[config.mk]
export PLATFORM = sky130hd
export DESIGN_NAME = ooo_core
export DESIGN_NICKNAME = d
export VERILOG_FILES = /design/src/design/ooo_isa_pkg.sv /design/src/design/ooo_core_pkg.sv /design/src/design/issue_stage.sv /design/src/design/map_table.sv /design/src/design/reorder_buffer.sv /design/src/design/reservation_station.sv /design/src/design/alu_stage.sv /design/src/design/ooo_core.sv
export VERILOG_INCLUDE_DIRS = /design/src /design/src/include
export SDC_FILE = /design/constraint.sdc
export NUM_CORES = 2
export LEC_CHECK = 0
export BUFFER_PORTS_ARGS = -buffer_cell sky130_fd_sc_hd__buf_2
export CORE_AREA = 5 5 589 591
export CTS_BUF_LIST = sky130_fd_sc_hd__clkbuf_8
export DETAILED_ROUTE_END_ITERATION = 10
export DIE_AREA = 0 0 594 596
export HOLD_SLACK_MARGIN = 0.12
export SKIP_CTS_REPAIR_TIMING = 1
export SYNTH_ARGS = -nofsm -noshare
export SYNTH_HDL_FRONTEND = slang
export SYNTH_HIERARCHICAL = 1
export SYNTH_SLANG_ARGS = --single-unit
[constraint.sdc]
create_clock -name clock -period 15.6 [get_ports clock]
set_input_delay 4.68 -clock clock [delete_from_list [all_inputs] [get_ports clock]]
set_output_delay 4.68 -clock clock [all_outputs]
set_load 0.005 [all_outputs]
[src/include/ooo_defines.svh]
// width and depth constants of the out-of-order integer core
`ifndef OOO_DEFINES_SVH
`define OOO_DEFINES_SVH

// datapath width
`define OOO_XLEN 32

// architectural register count
`define OOO_NUM_REGS 32

// reorder buffer, depth must stay a power of two
`define OOO_ROB_DEPTH 8
`define OOO_ROB_TAG_W 3

// default alu reservation station depth
`define OOO_RS_DEPTH 4

`endif

[src/design/ooo_isa_pkg.sv]
// RV32 instruction encoding and ALU operation types used by the core
package ooo_isa_pkg;

	// raw instruction word
	typedef logic [31:0] inst_t;

	// supported major opcodes
	typedef enum logic [6:0] {
		OP     = 7'b0110011,
		OP_IMM = 7'b0010011
	} opcode_t;

	// field view of an R-type word, I-type shares opcode, rd, funct3 and rs1
	typedef struct packed {
		logic [6:0] funct7;
		logic [4:0] rs2;
		logic [4:0] rs1;
		logic [2:0] funct3;
		logic [4:0] rd;
		opcode_t    opcode;
	} r_inst_t;

	// funct3 codes
	localparam logic [2:0] F3_ADD_SUB = 3'b000;
	localparam logic [2:0] F3_SLT     = 3'b010;
	localparam logic [2:0] F3_XOR     = 3'b100;
	localparam logic [2:0] F3_OR      = 3'b110;
	localparam logic [2:0] F3_AND     = 3'b111;

	// funct7 codes, alt selects SUB
	localparam logic [6:0] F7_BASE = 7'b0000000;
	localparam logic [6:0] F7_ALT  = 7'b0100000;

	typedef enum logic [2:0] {
		ALU_ADD,
		ALU_SUB,
		ALU_AND,
		ALU_OR,
		ALU_XOR,
		ALU_SLT,
		ALU_NOP
	} alu_op_t;

endpackage

[src/design/ooo_core_pkg.sv]
// microarchitectural widths and packet structs shared by the core blocks
`include "ooo_defines.svh"

package ooo_core_pkg;

	// widths with a meaning
	typedef logic [`OOO_XLEN-1:0]      data_t;
	typedef logic [4:0]                reg_idx_t;
	typedef logic [`OOO_ROB_TAG_W-1:0] rob_tag_t;

	// rename entry, ready means the value already sits in the rob
	typedef struct packed {
		logic     busy;
		rob_tag_t tag;
		logic     ready;
	} map_entry_t;

	// source operand, tag only meaningful while not ready
	typedef struct packed {
		logic     ready;
		data_t    value;
		rob_tag_t tag;
	} operand_t;

	// one dispatched instruction
	typedef struct packed {
		logic                valid;
		ooo_isa_pkg::inst_t  inst;
		reg_idx_t            dest;
		ooo_isa_pkg::alu_op_t alu_op;
		operand_t            a;
		operand_t            b;
		rob_tag_t            tag;
	} dispatch_packet_t;

	// single common data bus
	typedef struct packed {
		logic     valid;
		rob_tag_t tag;
		data_t    value;
	} cdb_t;

	// one retired instruction
	typedef struct packed {
		logic               valid;
		ooo_isa_pkg::inst_t inst;
		logic               wr_en;
		reg_idx_t           wr_idx;
		data_t              wr_data;
	} commit_packet_t;

endpackage

[src/design/issue_stage.sv]
// issue stage with decode, register file, operand sourcing and dispatch stall
`timescale 1ns/1ps
`include "ooo_defines.svh"

module issue_stage (
	input  logic                             clock,
	input  logic                             reset,
	input  logic                             inst_valid,
	input  ooo_isa_pkg::inst_t               inst,
	input  logic                             rob_full,
	input  logic                             rs_full,
	input  ooo_core_pkg::map_entry_t         map_rs1,
	input  ooo_core_pkg::map_entry_t         map_rs2,
	input  ooo_core_pkg::data_t              rob_value_rs1,
	input  ooo_core_pkg::data_t              rob_value_rs2,
	input  ooo_core_pkg::rob_tag_t           alloc_tag,
	input  ooo_core_pkg::commit_packet_t     commit,
	output ooo_core_pkg::reg_idx_t           rs1_idx,
	output ooo_core_pkg::reg_idx_t           rs2_idx,
	output ooo_core_pkg::dispatch_packet_t   dispatch,
	output logic                             dispatch_en,
	output logic                             stall
);

	ooo_core_pkg::data_t  regfile [`OOO_NUM_REGS];
	ooo_isa_pkg::r_inst_t fields;
	ooo_isa_pkg::alu_op_t alu_op;
	ooo_core_pkg::data_t  imm;
	logic                 is_imm;

	// pick regfile, finished rob value or pending tag
	function automatic ooo_core_pkg::operand_t select_operand(
		input ooo_core_pkg::reg_idx_t   idx,
		input ooo_core_pkg::map_entry_t map_entry,
		input ooo_core_pkg::data_t      rf_value,
		input ooo_core_pkg::data_t      rob_value
	);
		ooo_core_pkg::operand_t op;
		op.ready = 1'b1;
		op.value = '0;
		op.tag   = map_entry.tag;
		if (idx == '0) begin
			op.value = '0;
		end else if (!map_entry.busy) begin
			op.value = rf_value;
		end else if (map_entry.ready) begin
			op.value = rob_value;
		end else begin
			// still in flight, wait on the bus
			op.ready = 1'b0;
		end
		return op;
	endfunction

	//////////////////////////////
	// decode
	//////////////////////////////
	assign fields  = ooo_isa_pkg::r_inst_t'(inst);
	assign rs1_idx = fields.rs1;
	assign rs2_idx = fields.rs2;
	// I-type immediate, sign extended
	assign imm = {{(`OOO_XLEN-12){inst[31]}}, inst[31:20]};

	always_comb begin
		alu_op = ooo_isa_pkg::ALU_NOP;
		is_imm = 1'b0;
		case (fields.opcode)
			ooo_isa_pkg::OP: begin
				if (fields.funct7 == ooo_isa_pkg::F7_BASE) begin
					case (fields.funct3)
						ooo_isa_pkg::F3_ADD_SUB: alu_op = ooo_isa_pkg::ALU_ADD;
						ooo_isa_pkg::F3_SLT:     alu_op = ooo_isa_pkg::ALU_SLT;
						ooo_isa_pkg::F3_XOR:     alu_op = ooo_isa_pkg::ALU_XOR;
						ooo_isa_pkg::F3_OR:      alu_op = ooo_isa_pkg::ALU_OR;
						ooo_isa_pkg::F3_AND:     alu_op = ooo_isa_pkg::ALU_AND;
						default:                 alu_op = ooo_isa_pkg::ALU_NOP;
					endcase
				end else if (fields.funct7 == ooo_isa_pkg::F7_ALT &&
						fields.funct3 == ooo_isa_pkg::F3_ADD_SUB) begin
					alu_op = ooo_isa_pkg::ALU_SUB;
				end
			end
			ooo_isa_pkg::OP_IMM: begin
				// only ADDI
				if (fields.funct3 == ooo_isa_pkg::F3_ADD_SUB) begin
					alu_op = ooo_isa_pkg::ALU_ADD;
					is_imm = 1'b1;
				end
			end
			default: alu_op = ooo_isa_pkg::ALU_NOP;
		endcase
	end

	//////////////////////////////
	// register file
	//////////////////////////////
	// written at commit, x0 never written
	always_ff @(posedge clock) begin
		if (reset) begin
			for (int i = 0; i < `OOO_NUM_REGS; i++) begin
				regfile[i] <= '0;
			end
		end else if (commit.valid && commit.wr_en && commit.wr_idx != '0) begin
			regfile[commit.wr_idx] <= commit.wr_data;
		end
	end

	//////////////////////////////
	// dispatch
	//////////////////////////////
	// hold input while either structure is out of room
	assign stall       = rob_full || rs_full;
	assign dispatch_en = inst_valid && !stall;

	always_comb begin
		dispatch.valid  = dispatch_en;
		dispatch.inst   = inst;
		// unsupported words retire with no register write
		dispatch.dest   = (alu_op == ooo_isa_pkg::ALU_NOP) ? '0 : fields.rd;
		dispatch.alu_op = alu_op;
		dispatch.a      = select_operand(rs1_idx, map_rs1, regfile[rs1_idx], rob_value_rs1);
		dispatch.b      = select_operand(rs2_idx, map_rs2, regfile[rs2_idx], rob_value_rs2);
		if (is_imm) begin
			dispatch.b.ready = 1'b1;
			dispatch.b.value = imm;
		end
		dispatch.tag    = alloc_tag;
	end

endmodule

[src/design/map_table.sv]
// rename map from architectural register to newest reorder buffer producer
`timescale 1ns/1ps
`include "ooo_defines.svh"

module map_table (
	input  logic                           clock,
	input  logic                           reset,
	input  logic                           dispatch_en,
	input  ooo_core_pkg::dispatch_packet_t dispatch,
	input  ooo_core_pkg::cdb_t             cdb,
	input  ooo_core_pkg::commit_packet_t   commit,
	input  ooo_core_pkg::rob_tag_t         commit_tag,
	input  ooo_core_pkg::reg_idx_t         rs1_idx,
	input  ooo_core_pkg::reg_idx_t         rs2_idx,
	output ooo_core_pkg::map_entry_t       map_rs1,
	output ooo_core_pkg::map_entry_t       map_rs2
);

	ooo_core_pkg::map_entry_t map_q [`OOO_NUM_REGS];

	assign map_rs1 = map_q[rs1_idx];
	assign map_rs2 = map_q[rs2_idx];

	// later statements win, so dispatch beats commit clear
	always_ff @(posedge clock) begin
		if (reset) begin
			for (int r = 0; r < `OOO_NUM_REGS; r++) begin
				map_q[r] <= '0;
			end
		end else begin
			// bus result now captured by the rob
			for (int r = 0; r < `OOO_NUM_REGS; r++) begin
				if (cdb.valid && map_q[r].busy && map_q[r].tag == cdb.tag) begin
					map_q[r].ready <= 1'b1;
				end
			end
			// value moves to the regfile, unless renamed again meanwhile
			if (commit.valid && commit.wr_en && map_q[commit.wr_idx].tag == commit_tag) begin
				map_q[commit.wr_idx].busy <= 1'b0;
			end
			if (dispatch_en && dispatch.dest != '0) begin
				map_q[dispatch.dest].busy  <= 1'b1;
				map_q[dispatch.dest].tag   <= dispatch.tag;
				map_q[dispatch.dest].ready <= 1'b0;
			end
		end
	end

endmodule

[src/design/reorder_buffer.sv]
// circular reorder buffer with allocation, result capture and in-order commit
`timescale 1ns/1ps
`include "ooo_defines.svh"

module reorder_buffer (
	input  logic                           clock,
	input  logic                           reset,
	input  logic                           dispatch_en,
	input  ooo_core_pkg::dispatch_packet_t dispatch,
	input  ooo_core_pkg::cdb_t             cdb,
	input  ooo_core_pkg::rob_tag_t         read_tag_rs1,
	input  ooo_core_pkg::rob_tag_t         read_tag_rs2,
	output ooo_core_pkg::data_t            rob_value_rs1,
	output ooo_core_pkg::data_t            rob_value_rs2,
	output ooo_core_pkg::rob_tag_t         alloc_tag,
	output logic                           full,
	output ooo_core_pkg::commit_packet_t   commit,
	output ooo_core_pkg::rob_tag_t         commit_tag
);

	localparam int CNT_W = `OOO_ROB_TAG_W + 1;

	// entry storage
	ooo_isa_pkg::inst_t     entry_inst  [`OOO_ROB_DEPTH];
	ooo_core_pkg::reg_idx_t entry_dest  [`OOO_ROB_DEPTH];
	ooo_core_pkg::data_t    entry_value [`OOO_ROB_DEPTH];
	logic [`OOO_ROB_DEPTH-1:0] entry_done;

	ooo_core_pkg::rob_tag_t head;
	ooo_core_pkg::rob_tag_t tail;
	logic [CNT_W-1:0]       count;
	logic                   head_ready;

	assign alloc_tag  = tail;
	assign full       = (count == CNT_W'(`OOO_ROB_DEPTH));
	assign head_ready = (count != '0) && entry_done[head];

	// operand read for finished producers
	assign rob_value_rs1 = entry_value[read_tag_rs1];
	assign rob_value_rs2 = entry_value[read_tag_rs2];

	//////////////////////////////
	// pointers
	//////////////////////////////
	// tags wrap on their own, depth is a power of two
	always_ff @(posedge clock) begin
		if (reset) begin
			head  <= '0;
			tail  <= '0;
			count <= '0;
		end else begin
			if (dispatch_en) begin
				tail <= tail + 1'b1;
			end
			if (head_ready) begin
				head <= head + 1'b1;
			end
			count <= count + CNT_W'(dispatch_en) - CNT_W'(head_ready);
		end
	end

	//////////////////////////////
	// entries
	//////////////////////////////
	always_ff @(posedge clock) begin
		if (dispatch_en) begin
			entry_inst[tail] <= dispatch.inst;
			entry_dest[tail] <= dispatch.dest;
			// nop has nothing to wait for
			entry_done[tail] <= (dispatch.alu_op == ooo_isa_pkg::ALU_NOP);
		end
		// bus capture
		if (cdb.valid) begin
			entry_value[cdb.tag] <= cdb.value;
			entry_done[cdb.tag]  <= 1'b1;
		end
	end

	//////////////////////////////
	// commit
	//////////////////////////////
	always_ff @(posedge clock) begin
		if (reset) begin
			commit.valid <= 1'b0;
			commit.wr_en <= 1'b0;
		end else begin
			commit.valid <= head_ready;
			commit.wr_en <= head_ready && entry_dest[head] != '0;
		end
		commit.inst    <= entry_inst[head];
		commit.wr_idx  <= entry_dest[head];
		commit.wr_data <= entry_value[head];
		commit_tag     <= head;
	end

endmodule

[src/design/reservation_station.sv]
// alu reservation station with bus wakeup and oldest-ready select
`timescale 1ns/1ps
`include "ooo_defines.svh"

module reservation_station #(
	parameter int depth = `OOO_RS_DEPTH
) (
	input  logic                           clock,
	input  logic                           reset,
	input  logic                           dispatch_en,
	input  ooo_core_pkg::dispatch_packet_t dispatch,
	input  ooo_core_pkg::cdb_t             cdb,
	output logic                           full,
	output ooo_core_pkg::dispatch_packet_t issue_out
);

	localparam int SEL_W = (depth > 1) ? $clog2(depth) : 1;

	// entries kept compacted, index 0 is the oldest
	ooo_core_pkg::dispatch_packet_t entry_q [depth];
	ooo_core_pkg::dispatch_packet_t entry_d [depth];
	ooo_core_pkg::dispatch_packet_t woken   [depth];
	logic [depth-1:0] ready;
	logic             found;
	logic [SEL_W-1:0] sel;

	// capture a bus value for a waiting operand
	function automatic ooo_core_pkg::operand_t wake(
		input ooo_core_pkg::operand_t op,
		input ooo_core_pkg::cdb_t     bus
	);
		ooo_core_pkg::operand_t res;
		res = op;
		if (!op.ready && bus.valid && bus.tag == op.tag) begin
			res.ready = 1'b1;
			res.value = bus.value;
		end
		return res;
	endfunction

	always_comb begin
		full = 1'b1;
		for (int i = 0; i < depth; i++) begin
			woken[i]   = entry_q[i];
			woken[i].a = wake(entry_q[i].a, cdb);
			woken[i].b = wake(entry_q[i].b, cdb);
			ready[i]   = entry_q[i].valid && entry_q[i].a.ready && entry_q[i].b.ready;
			full       = full && entry_q[i].valid;
		end
	end

	//////////////////////////////
	// select
	//////////////////////////////
	// walk down so the lowest ready index wins
	always_comb begin
		found = 1'b0;
		sel   = '0;
		for (int i = depth - 1; i >= 0; i--) begin
			if (ready[i]) begin
				found = 1'b1;
				sel   = SEL_W'(i);
			end
		end
	end

	assign issue_out = found ? entry_q[sel] : '0;

	//////////////////////////////
	// next state
	//////////////////////////////
	always_comb begin
		int unsigned slot;
		slot = 0;
		entry_d = '{default: '0};
		// shift survivors down over the issued entry
		for (int i = 0; i < depth; i++) begin
			if (entry_q[i].valid && !(found && sel == SEL_W'(i))) begin
				entry_d[slot] = woken[i];
				slot++;
			end
		end
		// new entry behind the survivors, nops never enter
		if (dispatch_en && dispatch.alu_op != ooo_isa_pkg::ALU_NOP && slot < depth) begin
			entry_d[slot]       = dispatch;
			entry_d[slot].valid = 1'b1;
			entry_d[slot].a     = wake(dispatch.a, cdb);
			entry_d[slot].b     = wake(dispatch.b, cdb);
		end
	end

	always_ff @(posedge clock) begin
		if (reset) begin
			for (int i = 0; i < depth; i++) begin
				entry_q[i].valid <= 1'b0;
			end
		end else begin
			entry_q <= entry_d;
		end
	end

endmodule

[src/design/alu_stage.sv]
// integer alu with the result register that drives the common data bus
`timescale 1ns/1ps

module alu_stage (
	input  logic                           clock,
	input  logic                           reset,
	input  ooo_core_pkg::dispatch_packet_t issue_out,
	output ooo_core_pkg::cdb_t             cdb
);

	ooo_core_pkg::data_t result;

	always_comb begin
		case (issue_out.alu_op)
			ooo_isa_pkg::ALU_ADD: result = issue_out.a.value + issue_out.b.value;
			ooo_isa_pkg::ALU_SUB: result = issue_out.a.value - issue_out.b.value;
			ooo_isa_pkg::ALU_AND: result = issue_out.a.value & issue_out.b.value;
			ooo_isa_pkg::ALU_OR:  result = issue_out.a.value | issue_out.b.value;
			ooo_isa_pkg::ALU_XOR: result = issue_out.a.value ^ issue_out.b.value;
			// signed compare
			ooo_isa_pkg::ALU_SLT: begin
				result = ooo_core_pkg::data_t'($signed(issue_out.a.value) <
					$signed(issue_out.b.value));
			end
			default: result = '0;
		endcase
	end

	// one cycle on the bus per issued op
	always_ff @(posedge clock) begin
		if (reset) begin
			cdb.valid <= 1'b0;
		end else begin
			cdb.valid <= issue_out.valid;
		end
		cdb.tag   <= issue_out.tag;
		cdb.value <= result;
	end

endmodule

[src/design/ooo_core.sv]
// top level of the out-of-order rv32 core connecting issue, rename, rob, rs and alu
`timescale 1ns/1ps

module ooo_core (
	input  logic                   clock,
	input  logic                   reset,
	input  logic                   inst_valid,
	input  ooo_isa_pkg::inst_t     inst,
	output logic                   stall,
	output logic                   commit_valid,
	output ooo_isa_pkg::inst_t     commit_inst,
	output logic                   commit_wr_en,
	output ooo_core_pkg::reg_idx_t commit_wr_idx,
	output ooo_core_pkg::data_t    commit_wr_data
);

	// issue to rename and rob
	ooo_core_pkg::reg_idx_t         rs1_idx;
	ooo_core_pkg::reg_idx_t         rs2_idx;
	ooo_core_pkg::map_entry_t       map_rs1;
	ooo_core_pkg::map_entry_t       map_rs2;
	ooo_core_pkg::data_t            rob_value_rs1;
	ooo_core_pkg::data_t            rob_value_rs2;
	ooo_core_pkg::dispatch_packet_t dispatch;
	logic                           dispatch_en;

	// rob status and retire
	ooo_core_pkg::rob_tag_t         alloc_tag;
	logic                           rob_full;
	ooo_core_pkg::commit_packet_t   commit;
	ooo_core_pkg::rob_tag_t         commit_tag;

	// execute path
	logic                           rs_full;
	ooo_core_pkg::dispatch_packet_t issue_out;
	ooo_core_pkg::cdb_t             cdb;

	assign commit_valid   = commit.valid;
	assign commit_inst    = commit.inst;
	assign commit_wr_en   = commit.wr_en;
	assign commit_wr_idx  = commit.wr_idx;
	assign commit_wr_data = commit.wr_data;

	issue_stage issue_stage_0 (
		.clock(clock), .reset(reset),
		.inst_valid(inst_valid), .inst(inst),
		.rob_full(rob_full), .rs_full(rs_full),
		.map_rs1(map_rs1), .map_rs2(map_rs2),
		.rob_value_rs1(rob_value_rs1), .rob_value_rs2(rob_value_rs2),
		.alloc_tag(alloc_tag), .commit(commit),
		.rs1_idx(rs1_idx), .rs2_idx(rs2_idx),
		.dispatch(dispatch), .dispatch_en(dispatch_en), .stall(stall)
	);

	map_table map_table_0 (
		.clock(clock), .reset(reset),
		.dispatch_en(dispatch_en), .dispatch(dispatch), .cdb(cdb),
		.commit(commit), .commit_tag(commit_tag),
		.rs1_idx(rs1_idx), .rs2_idx(rs2_idx),
		.map_rs1(map_rs1), .map_rs2(map_rs2)
	);

	// rob operand reads follow the map tags
	reorder_buffer rob_0 (
		.clock(clock), .reset(reset),
		.dispatch_en(dispatch_en), .dispatch(dispatch), .cdb(cdb),
		.read_tag_rs1(map_rs1.tag), .read_tag_rs2(map_rs2.tag),
		.rob_value_rs1(rob_value_rs1), .rob_value_rs2(rob_value_rs2),
		.alloc_tag(alloc_tag), .full(rob_full),
		.commit(commit), .commit_tag(commit_tag)
	);

	reservation_station alu_rs_0 (
		.clock(clock), .reset(reset),
		.dispatch_en(dispatch_en), .dispatch(dispatch), .cdb(cdb),
		.full(rs_full), .issue_out(issue_out)
	);

	alu_stage alu_0 (
		.clock(clock), .reset(reset),
		.issue_out(issue_out), .cdb(cdb)
	);

endmodule

### Word level (Yosys, flattened, before mapping)

Memories as Yosys holds them, arrays and structs flattened. A register that Yosys moved wholly into a read port is not among the register bits.
Cells that the tools add are included.
W data, S select, Z words.

| storage, ports and cells | value |
|---|---|
| register bits after elaboration | 528 |
| memory bits (writable) | 1736 |
| input bits | 35 |
| output and inout port bits | 72 |
| word-level logic and storage cells | 568 |
| memories | 5 |

| cells by class | value |
|---|---|
| $add $sub $neg | 9 |
| order comparisons | 16 |
| equal/unequal tests | 61 |
| mux-type cells | 233 |
| bitwise logic cells | 42 |
| reductions and logical operators | 147 |

Memories:

| name | depth | width | rd ports | clocked after memory_dff | write ports | line | source |
|---|---|---|---|---|---|---|---|
| issue_stage_0.regfile | 32 | 32 | 2 | 0 | 32 | issue_stage.sv:25 | `` ooo_core_pkg::data_t regfile [`OOO_NUM_REGS]; `` |
| rob_0.entry_inst | 8 | 32 | 1 | 1 | 1 | reorder_buffer.sv:24 | `` ooo_isa_pkg::inst_t entry_inst [`OOO_ROB_DEPTH]; `` |
| rob_0.entry_value | 8 | 32 | 3 | 1 | 1 | reorder_buffer.sv:26 | `` ooo_core_pkg::data_t entry_value [`OOO_ROB_DEPTH]; `` |
| map_table_0.map_q | 32 | 5 | 35 | 1 | 34 | map_table.sv:19 | `` ooo_core_pkg::map_entry_t map_q [`OOO_NUM_REGS]; `` |
| rob_0.entry_dest | 8 | 5 | 1 | 1 | 1 | reorder_buffer.sv:25 | `` ooo_core_pkg::reg_idx_t entry_dest [`OOO_ROB_DEPTH]; `` |

Operators with widths:

| cell | count |
|---|---|
| $bwmux W464 | 7 |
| $mux W464 | 4 |
| $demux W116 S2 | 7 |
| $mux W116 | 8 |
| $mux W33 | 13 |
| $mux W32 | 10 |
| $bmux W116 S2 | 1 |
| $pmux W32 S6 | 1 |
| $mux W1 | 160 |
| $ge A33 B3 Y1 const B | 4 |
| $lt A33 B1 Y1 const B | 4 |
| $eq A3 B3 Y1 | 43 |
| $logic_and A1 B1 Y1 | 119 |
| $not A32 Y33 | 3 |
| $mux W78 | 1 |
| $mux W75 | 1 |
| $add A32 B1 Y32 const B | 2 |
| $mux W39 | 1 |
| $not A1 Y33 | 1 |
| $add A32 B32 Y32 | 1 |
| $and A32 B32 Y32 | 1 |
| $lt A32 B3 Y1 const B | 1 |
| $lt A32 B32 Y1 | 1 |
| $or A1 B1 Y1 | 32 |
| other kinds (41) | 82 |

### Depth between registers and ports, before layout

| logic depth | value |
|---|---|
| depth in word-level cells | 27 |
| gate-level depth with buffers | 22 |
| depth with buffers taken out | 18 |

### Modules after synthesis

Netlist, hierarchy kept.

Modules (own cells, without submodules):

| module | times used | cells each | area an instance (um^2) | seq. area each (um^2) |
|---|---|---|---|---|
| issue_stage | 1 | 3684 | 54947.7 | 30749.5 |
| reservation_station | 1 | 3481 | 36429.9 | 13893.3 |
| reorder_buffer | 1 | 1224 | 27043.4 | 18477.7 |
| map_table | 1 | 958 | 10934.2 | 4164.0 |
| alu_stage | 1 | 869 | 6227.2 | 720.7 |

### Worst setup path before layout

Ideal clock, no wire load.

| timing path | value |
|---|---|
| path kind | input to register |
| from | input port reset |
| to | register alu_rs_0/entry_q[0] (netlist bit), enable pin |
| library setup time | 806 ps |
| arrival | 13556 ps |
| required time | 14794 ps |
| setup slack | 1238 ps |
| cell stages on the path | 1 |
| buffers on the path | 0 |
| cell sequence | inv_1 |

RTL lines:

| what | line | source |
|---|---|---|
| from (decl) | ooo_core.sv:6 | `input logic reset,` |
| to (signal assigned) | reservation_station.sv:98 | `entry_q <= entry_d;` |
| to (decl) | reservation_station.sv:20 | `ooo_core_pkg::dispatch_packet_t entry_q [depth];` |

No word-level cell between the ends.

==> flow_metrics.tcl <==
set metrics [dict create \
    clock_sinks 2183 \
    gp_congestion 0.8947 \
    drt-wirelength-per-cell_um 32.42 \
    hold_viol_final 0 \
    fmax_mhz 108.7 \
    ir_drop_v 0.00006704 \
    grt_pass1_wl_mm 643.2 \
    grt_util_all_layers_pct 24.53 \
    clock_latency_ns 1.02 \
    ios 107 \
    cts_tree "done" \
    core_um2 341400 \
    r2r_slack_ns 8.50 \
    syn_area_um2 126100 \
    arrival_ns 9.92 \
    drt_iter0_drc 11880 \
    gr-total-overflow 0 \
    initial_core_util_pct 36.93 \
    synthesis.area_per_instance_um2 13.46 \
    die-area_um2 354000 \
    failed_checks "design-rule violations" \
    min-delay-path-class "flip-flop to flip-flop" \
    startpoint_type "primary input" \
    area_growth_pct 8.809 \
    regArea_um2 63580 \
    status "finished with violations" \
    synthCells 9363 \
    period_needed_ns 9.200 \
    h-tree-depth 5 \
    first_global_vias 89230 \
    tns_ns 0 \
    drtAntennaViolNets 0 \
    rows 215 \
    drive_gt1_share_pct 22.61 \
    vias 88990 \
    cap_violations 0 \
    dpl_worst_slack_ns 5.552 \
    post-route-period-util_pct 58.97 \
    holdWs_ns 0.4891 \
    worst_slack_ns 6.400 \
    setup_violations 0 \
    nNetsFinal 9243 \
    fp.dieH_um 596 \
    rsz0062_at_grt "no" \
    multi_input_area_um2 57690 \
    worst-path-max-fanout 89 \
    drc 8 \
    hpwl_mm 268.3 \
    antenna_found_initial 25 \
    fin_skew_ns 0.1057 \
    dr.pass1.iters 11 \
    routed_wl_mm 452.4 \
    worstSetupPathType "primary input to flip-flop" \
    relSlewSlack_pct 7.333 \
    root_buffer "clkbuf_8" \
    yosysWarnings 6 \
    power.density_nw_per_um2 104.7 \
    die_w_um 594 \
    end_kind "flip-flop" \
    via_per_inst 6.377 \
    cts.clk_slew.worst_paths_ns 0.06 \
    tightest_slew_ns 1.390 \
    cts_inserted_buffers 370 \
    clock_path_buffers 4 \
    portBuffers 106 \
    maxSlewViolCount 0 \
    leakage_uw 0.04981 \
    grt_max_degree 126 \
    crit_required_ns 16.32 \
    fin_cells 13960 \
    place_inst 13280 \
    num-fill-cells 31200 \
]
path summary, 6_finish.rpt:
check	depth (start not counted)	from	end
max	10	inst[16]	alu_rs_0/entry_q[182]
min	2	map_table_0/map_q[0][4]	map_table_0/map_q[0][4]
max reg2reg	19	alu_rs_0/entry_q[347]	alu_0/cdb[30]
min reg2reg	2	map_table_0/map_q[0][4]	map_table_0/map_q[0][4]
routing by layer:
layer | GRT usage [%] | wire length (µm) | vias to the layer above
met5 | 0 | 137 | -
met4 | 11.59 | 24290 | 20
met2 | 39.19 | 208100 | 6023
met3 | 6.575 | 52350 | 1414
met1 | 31.05 | 167500 | 45390
li1 | - | - | 36150
cells in the final DEF, fill, tap and decap left out, types with 135 or more instances in the layout:
| master | count |
|---|---|
| a22oi_1 | 162 |
| clkbuf_8 | 399 |
| nand2_1 | 280 |
| mux2i_1 | 809 |
| buf_4 | 236 |
| a21oi_1 | 279 |
| inv_1 | 332 |
| nor2_1 | 263 |
| edfxtp_1 | 1984 |
| o22ai_1 | 135 |
| mux4_2 | 815 |
| dfxtp_1 | 190 |
| mux2_2 | 275 |
| and2_1 | 1151 |
state kept, by name (all words and copies together) (netlist names), 4 cells and up, named ones only:
register,count
alu_rs_0/entry_q,316
rob_0/entry_inst,256
rob_0/entry_value,256
rob_0/entry_dest,40
alu_0/cdb,36
rob_0/count,4
rob_0/commit,71
map_table_0/map_q,160
issue_stage_0/regfile,1024
rob_0/entry_done,8
through the flow:
stage                     instance area (µm²)  total power [µW]  utilization, %
after detailed placement               130200              9422           38.13
after CTS                              137100             14390           40.17
after floorplan                        126200              8489               -
after global placement                 130200              9385           38.13
final                                  137200             14370           40.18
after global routing                   137200             14830           40.18
cell type report:
cell class / count / share of cell area, %
Multi-Input combinational cell: 5992 / 42.06
Clock inverter: 268 / 1.076
Timing Repair Buffer: 344 / 1.770
Inverter: 202 / 0.5619
Antenna cell: 10 / 0.01824
Clock buffer: 399 / 4.003
Sequential cell: 2183 / 46.35
Tap cell: 4557 / 4.157
report_power, final:
group	internal, µW	switching (µW)
Combinational	921	1430
Clock	2560	2460
Sequential	6640	366
critical path, cell delays in order:
cell and delay [ns]:
buf_8 0.52, buf_4 0.80, buf_4 0.81, buf_4 0.90, mux4_2 0.41, a22o_1 0.24
a211o_1 0.37, a32o_1 0.36, mux2i_1 0.34, o221ai_1 0.19
(Power assumes the default switching activity.)
